$ cat config.mk
export PLATFORM = sky130hd
export DESIGN_NAME = operand_stage
export DESIGN_NICKNAME = d
export VERILOG_FILES = /design/src/verilog/core_pkg.sv /design/src/verilog/instr_decode.sv /design/src/verilog/reg_file.sv /design/src/verilog/bypass_ctrl.sv /design/src/verilog/issue_reg.sv /design/src/verilog/operand_stage.sv
export SDC_FILE = /design/constraint.sdc
export NUM_CORES = 2
export LEC_CHECK = 0
export CAP_MARGIN = 20
export CORE_ASPECT_RATIO = 0.9
export CORE_MARGIN = 1.5
export CORE_UTILIZATION = 39
export CTS_CLUSTER_SIZE = 16
export DETAILED_ROUTE_END_ITERATION = 10
export DONT_BUFFER_PORTS = 1
export SETUP_SLACK_MARGIN = 0.05
export SYNTH_ARGS = -nofsm -noshare
export SYNTH_HDL_FRONTEND = slang
export SYNTH_SLANG_ARGS = --single-unit
$ cat constraint.sdc
create_clock -name clk_i -period 7 [get_ports clk_i]
set_input_delay 1.05 -clock clk_i [delete_from_list [all_inputs] [get_ports clk_i]]
set_output_delay 1.05 -clock clk_i [all_outputs]
set_load 0.02 [all_outputs]
$ cat src/verilog/core_pkg.sv
// Shared widths, RV32 opcode and class encodings, and stage records; RV32IM only, no compressed.
package core_pkg;

    localparam int XLEN       = 32;
    localparam int REG_ADDR_W = 5;

    // funct7 value that marks the M extension within the OP major opcode.
    localparam logic [6:0] FUNCT7_MULDIV = 7'b0000001;

    typedef enum logic [6:0] {
        OPC_LOAD   = 7'b0000011,
        OPC_OP_IMM = 7'b0010011,
        OPC_AUIPC  = 7'b0010111,
        OPC_STORE  = 7'b0100011,
        OPC_OP     = 7'b0110011,
        OPC_LUI    = 7'b0110111,
        OPC_BRANCH = 7'b1100011,
        OPC_JALR   = 7'b1100111,
        OPC_JAL    = 7'b1101111
    } opcode_e;

    // stores and branches produce no register result, so they are CLS_NONE.
    typedef enum logic [2:0] {
        CLS_ALU  = 3'd0,
        CLS_LOAD = 3'd1,
        CLS_MUL  = 3'd2,
        CLS_NONE = 3'd3
    } op_class_e;

    typedef struct packed {
        logic [REG_ADDR_W-1:0] rs1;
        logic [REG_ADDR_W-1:0] rs2;
        logic [REG_ADDR_W-1:0] rd;
        logic                  rd_wr_en;
        logic                  uses_rs2;
    } dec_info_t;

    // a producer whose result is not ready yet.
    typedef struct packed {
        logic                  wr_en;
        logic [REG_ADDR_W-1:0] addr;
    } stage_tag_t;

    // a producer whose result can be forwarded.
    typedef struct packed {
        logic                  wr_en;
        logic [REG_ADDR_W-1:0] addr;
        logic [XLEN-1:0]       data;
    } stage_fwd_t;

    typedef struct packed {
        stage_fwd_t fwd;
        op_class_e  cls;
    } exe_stage_t;

    typedef struct packed {
        stage_fwd_t fwd;
        logic       hit;
    } cache_stage_t;

    typedef struct packed {
        logic                  valid;
        logic [REG_ADDR_W-1:0] rd;
        logic                  rd_wr_en;
        op_class_e             cls;
        logic [XLEN-1:0]       op_a;
        logic [XLEN-1:0]       op_b;
    } issue_t;

    typedef struct packed {
        logic            en;
        logic [XLEN-1:0] data;
    } bypass_sel_t;

endpackage

$ cat src/verilog/instr_decode.sv
// Register fields of RV32IM instructions only; rs1 reads as x0 for LUI, AUIPC and JAL.
`timescale 1ns/100ps

module instr_decode (
    input  logic [31:0]           instr_i,
    output core_pkg::dec_info_t   dec_o,
    output core_pkg::op_class_e   cls_o
);

    import core_pkg::*;

    opcode_e opcode;

    assign opcode = opcode_e'(instr_i[6:0]);

    always_comb begin
        dec_o.rs1      = instr_i[19:15];
        dec_o.rs2      = instr_i[24:20];
        dec_o.rd       = instr_i[11:7];
        dec_o.rd_wr_en = 1'b0;
        dec_o.uses_rs2 = 1'b0;
        cls_o          = CLS_NONE;

        case (opcode)
            OPC_LOAD: begin
                dec_o.rd_wr_en = 1'b1;
                cls_o          = CLS_LOAD;
            end
            OPC_OP: begin
                dec_o.rd_wr_en = 1'b1;
                dec_o.uses_rs2 = 1'b1;
                cls_o          = (instr_i[31:25] == FUNCT7_MULDIV) ? CLS_MUL : CLS_ALU;
            end
            OPC_OP_IMM, OPC_JALR: begin
                dec_o.rd_wr_en = 1'b1;
                cls_o          = CLS_ALU;
            end
            // these formats carry immediate bits where rs1 would sit.
            OPC_LUI, OPC_AUIPC, OPC_JAL: begin
                dec_o.rs1      = '0;
                dec_o.rd_wr_en = 1'b1;
                cls_o          = CLS_ALU;
            end
            OPC_STORE, OPC_BRANCH: begin
                dec_o.uses_rs2 = 1'b1;
            end
            default: begin
                cls_o = CLS_NONE;
            end
        endcase
    end

endmodule

$ cat src/verilog/reg_file.sv
// Two asynchronous read ports, one write port at the clock edge; x0 is hardwired to zero.
`timescale 1ns/100ps

module reg_file (
    input  logic                             clk_i,
    input  logic                             rst_n_i,
    input  core_pkg::stage_fwd_t             wr_i,
    input  logic [core_pkg::REG_ADDR_W-1:0]  raddr_a_i,
    input  logic [core_pkg::REG_ADDR_W-1:0]  raddr_b_i,
    output logic [core_pkg::XLEN-1:0]        rdata_a_o,
    output logic [core_pkg::XLEN-1:0]        rdata_b_o
);

    import core_pkg::*;

    localparam int NUM_REGS = 2 ** REG_ADDR_W;

    logic [XLEN-1:0] regs_q [1:NUM_REGS-1];

    always_ff @(posedge clk_i or negedge rst_n_i) begin
        if (!rst_n_i) begin
            for (int i = 1; i < NUM_REGS; i++) begin
                regs_q[i] <= '0;
            end
        end else if (wr_i.wr_en && wr_i.addr != '0) begin
            regs_q[wr_i.addr] <= wr_i.data;
        end
    end

    // a write in this cycle is not visible here, the bypass covers it.
    assign rdata_a_o = (raddr_a_i == '0) ? '0 : regs_q[raddr_a_i];
    assign rdata_b_o = (raddr_b_i == '0) ? '0 : regs_q[raddr_b_i];

endmodule

$ cat src/verilog/bypass_ctrl.sv
// Combinational only; assumes stage records hold stable values for the whole cycle.
`timescale 1ns/100ps

module bypass_ctrl (
    input  core_pkg::dec_info_t    dec_i,
    input  logic                   dec_valid_i,
    input  core_pkg::exe_stage_t   exe_i,
    input  core_pkg::stage_tag_t   mult1_i,
    input  core_pkg::stage_tag_t   mult2_i,
    input  core_pkg::stage_tag_t   mult3_i,
    input  core_pkg::stage_tag_t   mult4_i,
    input  core_pkg::stage_fwd_t   mult5_i,
    input  core_pkg::stage_tag_t   tl_i,
    input  core_pkg::cache_stage_t cache_i,
    input  core_pkg::stage_fwd_t   write_i,
    output core_pkg::bypass_sel_t  byp_a_o,
    output core_pkg::bypass_sel_t  byp_b_o,
    output logic                   stall_o
);

    import core_pkg::*;

    typedef struct packed {
        logic        stall;
        bypass_sel_t sel;
    } op_res_t;

    op_res_t res_a;
    op_res_t res_b;
    logic    waw_stall;

    function automatic logic tag_hit(input stage_tag_t s, input logic [REG_ADDR_W-1:0] addr);
        return s.wr_en && (s.addr == addr);
    endfunction

    function automatic logic fwd_hit(input stage_fwd_t s, input logic [REG_ADDR_W-1:0] addr);
        return s.wr_en && (s.addr == addr);
    endfunction

    function automatic op_res_t fwd_from(input logic [XLEN-1:0] data);
        op_res_t res;
        res          = '0;
        res.sel.en   = 1'b1;
        res.sel.data = data;
        return res;
    endfunction

    // the youngest matching stage decides, older stages are not looked at.
    function automatic op_res_t resolve(
        input logic [REG_ADDR_W-1:0] addr,
        input logic                  active
    );
        op_res_t res;
        res = '0;
        if (!active || addr == '0) begin
            res = '0;
        end else if (fwd_hit(exe_i.fwd, addr)) begin
            if (exe_i.cls == CLS_ALU) begin
                res = fwd_from(exe_i.fwd.data);
            end else begin
                res.stall = 1'b1;
            end
        end else if (tag_hit(mult1_i, addr) || tag_hit(mult2_i, addr)) begin
            res.stall = 1'b1;
        end else if (tag_hit(mult3_i, addr) || tag_hit(mult4_i, addr)) begin
            res.stall = 1'b1;
        end else if (fwd_hit(mult5_i, addr)) begin
            res = fwd_from(mult5_i.data);
        end else if (tag_hit(tl_i, addr)) begin
            res.stall = 1'b1;
        end else if (fwd_hit(cache_i.fwd, addr)) begin
            if (cache_i.hit) begin
                res = fwd_from(cache_i.fwd.data);
            end else begin
                res.stall = 1'b1;
            end
        end else if (fwd_hit(write_i, addr)) begin
            res = fwd_from(write_i.data);
        end
        return res;
    endfunction

    always_comb begin
        res_a = resolve(dec_i.rs1, 1'b1);
        res_b = resolve(dec_i.rs2, dec_i.uses_rs2);
    end

    // a short op must not retire before an older long op to the same rd.
    always_comb begin
        waw_stall = 1'b0;
        if (dec_i.rd_wr_en && dec_i.rd != '0) begin
            waw_stall = tag_hit(mult1_i, dec_i.rd) || tag_hit(mult2_i, dec_i.rd)
                     || tag_hit(mult3_i, dec_i.rd) || tag_hit(mult4_i, dec_i.rd)
                     || tag_hit(tl_i, dec_i.rd);
        end
    end

    assign byp_a_o = res_a.sel;
    assign byp_b_o = res_b.sel;
    assign stall_o = dec_valid_i && (res_a.stall || res_b.stall || waw_stall);

endmodule

$ cat src/verilog/issue_reg.sv
// Loads one issue record per clock; stall or no valid instruction loads an all-zero bubble.
`timescale 1ns/100ps

module issue_reg (
    input  logic                         clk_i,
    input  logic                         rst_n_i,
    input  core_pkg::dec_info_t          dec_i,
    input  core_pkg::op_class_e          cls_i,
    input  logic                         dec_valid_i,
    input  logic                         stall_i,
    input  logic [core_pkg::XLEN-1:0]    rdata_a_i,
    input  logic [core_pkg::XLEN-1:0]    rdata_b_i,
    input  core_pkg::bypass_sel_t        byp_a_i,
    input  core_pkg::bypass_sel_t        byp_b_i,
    output core_pkg::issue_t             issue_o
);

    import core_pkg::*;

    logic [XLEN-1:0] op_a;
    logic [XLEN-1:0] op_b;
    issue_t          issue_d;

    assign op_a = byp_a_i.en ? byp_a_i.data : rdata_a_i;
    assign op_b = byp_b_i.en ? byp_b_i.data : rdata_b_i;

    always_comb begin
        issue_d = '0;
        if (dec_valid_i && !stall_i) begin
            issue_d.valid    = 1'b1;
            issue_d.rd       = dec_i.rd;
            issue_d.rd_wr_en = dec_i.rd_wr_en;
            issue_d.cls      = cls_i;
            issue_d.op_a     = op_a;
            issue_d.op_b     = op_b;
        end
    end

    always_ff @(posedge clk_i or negedge rst_n_i) begin
        if (!rst_n_i) begin
            issue_o <= '0;
        end else begin
            issue_o <= issue_d;
        end
    end

endmodule

$ cat src/verilog/operand_stage.sv
// Operand-read stage top; upstream must hold instr_i and instr_valid_i while stall_o is high.
`timescale 1ns/100ps

module operand_stage (
    input  logic                   clk_i,
    input  logic                   rst_n_i,
    input  logic                   instr_valid_i,
    input  logic [31:0]            instr_i,
    input  core_pkg::exe_stage_t   exe_i,
    input  core_pkg::stage_tag_t   mult1_i,
    input  core_pkg::stage_tag_t   mult2_i,
    input  core_pkg::stage_tag_t   mult3_i,
    input  core_pkg::stage_tag_t   mult4_i,
    input  core_pkg::stage_fwd_t   mult5_i,
    input  core_pkg::stage_tag_t   tl_i,
    input  core_pkg::cache_stage_t cache_i,
    input  core_pkg::stage_fwd_t   write_i,
    output logic                   stall_o,
    output core_pkg::issue_t       issue_o
);

    import core_pkg::*;

    dec_info_t       dec;
    op_class_e       cls;
    logic [XLEN-1:0] rdata_a;
    logic [XLEN-1:0] rdata_b;
    bypass_sel_t     byp_a;
    bypass_sel_t     byp_b;

    instr_decode instr_decode_i (
        .instr_i (instr_i),
        .dec_o   (dec),
        .cls_o   (cls)
    );

    reg_file reg_file_i (
        .clk_i     (clk_i),
        .rst_n_i   (rst_n_i),
        .wr_i      (write_i),
        .raddr_a_i (dec.rs1),
        .raddr_b_i (dec.rs2),
        .rdata_a_o (rdata_a),
        .rdata_b_o (rdata_b)
    );

    bypass_ctrl bypass_ctrl_i (
        .dec_i       (dec),
        .dec_valid_i (instr_valid_i),
        .exe_i       (exe_i),
        .mult1_i     (mult1_i),
        .mult2_i     (mult2_i),
        .mult3_i     (mult3_i),
        .mult4_i     (mult4_i),
        .mult5_i     (mult5_i),
        .tl_i        (tl_i),
        .cache_i     (cache_i),
        .write_i     (write_i),
        .byp_a_o     (byp_a),
        .byp_b_o     (byp_b),
        .stall_o     (stall_o)
    );

    issue_reg issue_reg_i (
        .clk_i       (clk_i),
        .rst_n_i     (rst_n_i),
        .dec_i       (dec),
        .cls_i       (cls),
        .dec_valid_i (instr_valid_i),
        .stall_i     (stall_o),
        .rdata_a_i   (rdata_a),
        .rdata_b_i   (rdata_b),
        .byp_a_i     (byp_a),
        .byp_b_i     (byp_b),
        .issue_o     (issue_o)
    );

endmodule

==> out/results.txt <==
The mapped netlist covers 59900 um2. Counting flops with an async set or reset pin after synthesis yields a share of 100%. The average detailed-routed wire length per instance works out to 32.4 um. The pre-antenna-repair detailed-routing pass consisted of 6 iterations. The number of remaining DRC errors was 0. The final count of pins violating max slew came out at 0. Wires add up to 214000 um. The run gives 44.5% as the share of synthesized area occupied by flip-flops and latches.

The run gives 0.000191 V as the maximum vdd ir drop. The biggest area consumer among synthesized cells was dfrtp_1. The switching power total was 0.00493 W; the placement-stage worst setup slack was 1.62 ns.

A synthesized cell averages 12.4 um2. The count of nets left with antenna violations once routing finished came out at 0. On the worst path, the slowest cell contributes a delay of 0.63 ns. For the core area, the log shows 153000 um2. Setup repair after global routing left no endpoint under its margin.

The overall global routing resource usage was 26.8%. The congestion estimate from routability-driven global placement came to 0.932. Combinational cells account for 19.3% of the total power. Switching part of the total power: 28.0%. Data arrival time of the critical path: 4.52 ns.

The kind of cell with the highest combined delay along the critical path is simple AND/OR/NAND/NOR gates. For the combined flip-flop and latch cell area, the log shows 26700 um2. The master cell of the clock root buffer is clkbuf_16. The combined buffer and inverter count along the critical path is 0.

The cell area power density came out at 271 nW/um2. The time the final worst path needs with I/O delays and setup is 5.57 ns. Clock tree synthesis inserted a total of 106 buffers. Ranked by total cell area, the synthesized netlist is headed by dfrtp_1 (44%), mux2_2 (20%), mux4_2 (13%). The tightest min-delay check is of the in2async type. The leakage dissipation came out at 26.9 nW. The run gives 39.2% as the starting density of the core.

The die is 375 um tall. Measured against its own limit, the worst slew margin works out to 17.6%. The wire length of the first global-routing pass is 309000 um. The share of synthesized area in the top cell type comes to 44.5%. In the synthesized netlist the dominant register cell turns out to be dfrtp_1.

The floorplan step set the die width to 416 um. The tools report the via count of the first global-routing pass as 43.5k. After detailed routing, the number of vias per cell comes to 6.71. Clock-pin slew was measured on the worst setup and hold paths at 0.06 ns. The number of H-tree levels was 3. The final-report setup violation count is 0, and the fmax is 179 MHz.

The total die area was 156000 um2; the largest net degree at the start of global routing was 272. STA classifies the critical path endpoint as an output port. The setup path with the least slack is of type in2out.

The worst path required time is 5.95 ns, and the HPWL after detailed placement is 116000 um. The clock network is responsible for 33.9% of the overall power. Ranked by instance count, the synthesized netlist is headed by mux2_2 (1079), dfrtp_1 (1065), clkbuf_1 (387), mux4_2 (348), nand2_1 (344). For this run, the post-layout net count is 4744. Summing over every cut layer, the via total after detailed routing is 44.3k.

Buffer levels on the longest clock path: 3. Adding up every negative setup slack in the final design gives 0 ns. 296 I/O pins were placed. The area added between synthesis and finish was 8.69%. The run gives 1 as the number of antenna violations at the first check in global routing. For this run the aggregate overflow at the end of global routing stands at 0. In this run, distinct cell masters in the synthesized netlist total 73. The run gives 46.9% as the fraction of power consumed by sequential logic. The layer flagged by global routing as most heavily used is met2. The initialized floorplan defines 136 standard-cell rows. The hold violation total from the final report was 0; the clock net sink count was 1065. For this run, global-route usage on met1 was measured as 36.0%. During synthesis, Yosys emitted a total of 0 warnings. Summing all multi-input logic gate instances after layout gives 31400 um2.

The proportion of layout cells with a drive suffix above 1 is 38.3%. The tools report the internal power summed over all cells as 0.0127 W. The number of DRC markers in iteration 0 is 5343, and the filler cell count in the final layout is 14.0k.

Yosys mapped a number of flops with a built-in enable equal to 0. The number of instances in the synthesized netlist was 4842. The number of synthesized register bits was 1065. TritonCTS built the clock tree. Max-cap violations in this run came to 0. The number of input and output port buffers inserted is 0, and the largest fanout of any net on the critical path is 19. Among all cell types in the netlist, the one instantiated most often is mux2_2. The slowest stage of the critical path is the nor2_4 cell. The run finished with clean final reports. The met3 usage came out at 6.59%.

After layout, the worst setup slack is 1.43 ns. The worst path uses 79.6% of the clock period. The final clock skew was 0.0301 ns. For this run, global-route usage on met2 was measured as 40.5%. STA classifies the critical path startpoint as an input pin. Synthesis produced a netlist with a net count of 5063. The clock reaches the later pin of the worst-skew pair after 0.76 ns. The signal on the critical path passes through nand4bb_1 -> nor2_4 -> nor3_1 -> o221ai_1 -> o21ai_2 -> or3b_2 -> a31oi_1. The transition time at the pin with the least slew margin is 1.24 ns. 0 antenna diodes ended up in the layout.
## timing repair
action,CTS,global route
resized for setup,0,0
buffers inserted,0,0
endpoints found under the hold margin,5,0
hold buffers,1,0
## flip-flops by register name (all words and copies together) (netlist names)
signal and flops:
issue_reg_i.issue_o 73, reg_file_i.regs_q 992
## cells by family (layout without fill, tap and decap cells)
logic type,count (synthesis),after routing,share of synthesized area [%]
XOR/XNOR,71,71,1.04
flip-flops,1065,1065,44.5
buffers and inverters,542,303,3.50
AND/OR/NAND/NOR,738,738,5.53
multiplexers,1519,1519,34.9
AO/OA/AOI/OAI,906,906,10.5
other,1,1,0.00626
## power groups by stage
stage	combinational, W	sequential [W]	clock [W]
floorplan	0.00278	0.00805	0
global placement	0.00329	0.00826	0
detailed placement	0.00336	0.00833	0
CTS	0.00337	0.00822	0.00604
global route	0.00362	0.00840	0.00630
finish	0.00340	0.00826	0.00597
## layout by cell type (no fill, tap or decap), drive strengths merged, types with 5 or more instances in the layout
cell and instances:
a21oi 174, buf 94, xor2 56, nor2 151, a221o 28, clkbuf 151
mux4 348, nand2b 18, o21ai 145, a32o 32, nor2b 40, a311oi 18
o21a 5, clkinv 22, mux2 1079, nand3 95, or2 5, nand4 8
a31oi 92, dfrtp 1065, and3 5, nor4 24, or4 7, o2111ai 61
a211oi 58, o221ai 41, xnor2 15, mux2i 92, a22oi 33, a211o 29
o2bb2ai 29, nand2 344, o22ai 75, nor3 30, o311ai 5, a22o 35
bufinv 7, inv 25, a221oi 12
## through the flow
step | hold WS (ns) | instances | total power [W] | util [%] | cell area [um2]
after floorplan | 0.488 | 4842 | 0.0108 | - | 59900
after global placement | 0.497 | 6414 | 0.0116 | 40.3 | 61500
after detailed placement | 0.507 | 6414 | 0.0117 | 40.3 | 61500
after CTS | 0.378 | 6603 | 0.0176 | 42.6 | 65100
after global routing | 0.325 | 6604 | 0.0183 | 42.6 | 65100
final | 0.273 | 6604 | 0.0176 | 42.6 | 65100
## metal layers
layer	wire, um	share of wire, %
met5	0	0
met4	12100	5.6
met3	20100	9.4
met2	95800	45
met1	85800	40
## path summary, 6_finish.rpt
check	startpoint	to	slack [ns]	cells after the start
setup / recovery	instr_i[6]	stall_o	1.43	7
hold / removal	rst_n_i	reg_file_i.regs_q[98]	0.27	1
setup reg to reg	reg_file_i.regs_q[4]	issue_reg_i.issue_o[4]	4.57	5
hold reg to reg	reg_file_i.regs_q[429]	reg_file_i.regs_q[429]	0.52	1
max in group asynchronous	rst_n_i	reg_file_i.regs_q[53]	3.66	4
min in group clk_i	instr_i[11]	issue_reg_i.issue_o[72]	0.41	2
## final cells by class
class / count / area share [%]
clock buffer: 151 / 4.77
multi-input combinational: 3235 / 48.3
inverter: 20 / 0.117
timing repair buffer: 95 / 1.32
clock inverter: 37 / 0.702
tap: 2001 / 3.85
sequential: 1065 / 40.9
## worst register-to-register path, cell delays in order, from the launching register on
cell and delay (ns):
dfrtp_1 0.40, mux4_2 0.53, mux4_2 0.48, mux2_2 0.34, mux2i_1 0.45, nor2_1 0.09
(Power assumes the default switching activity.)
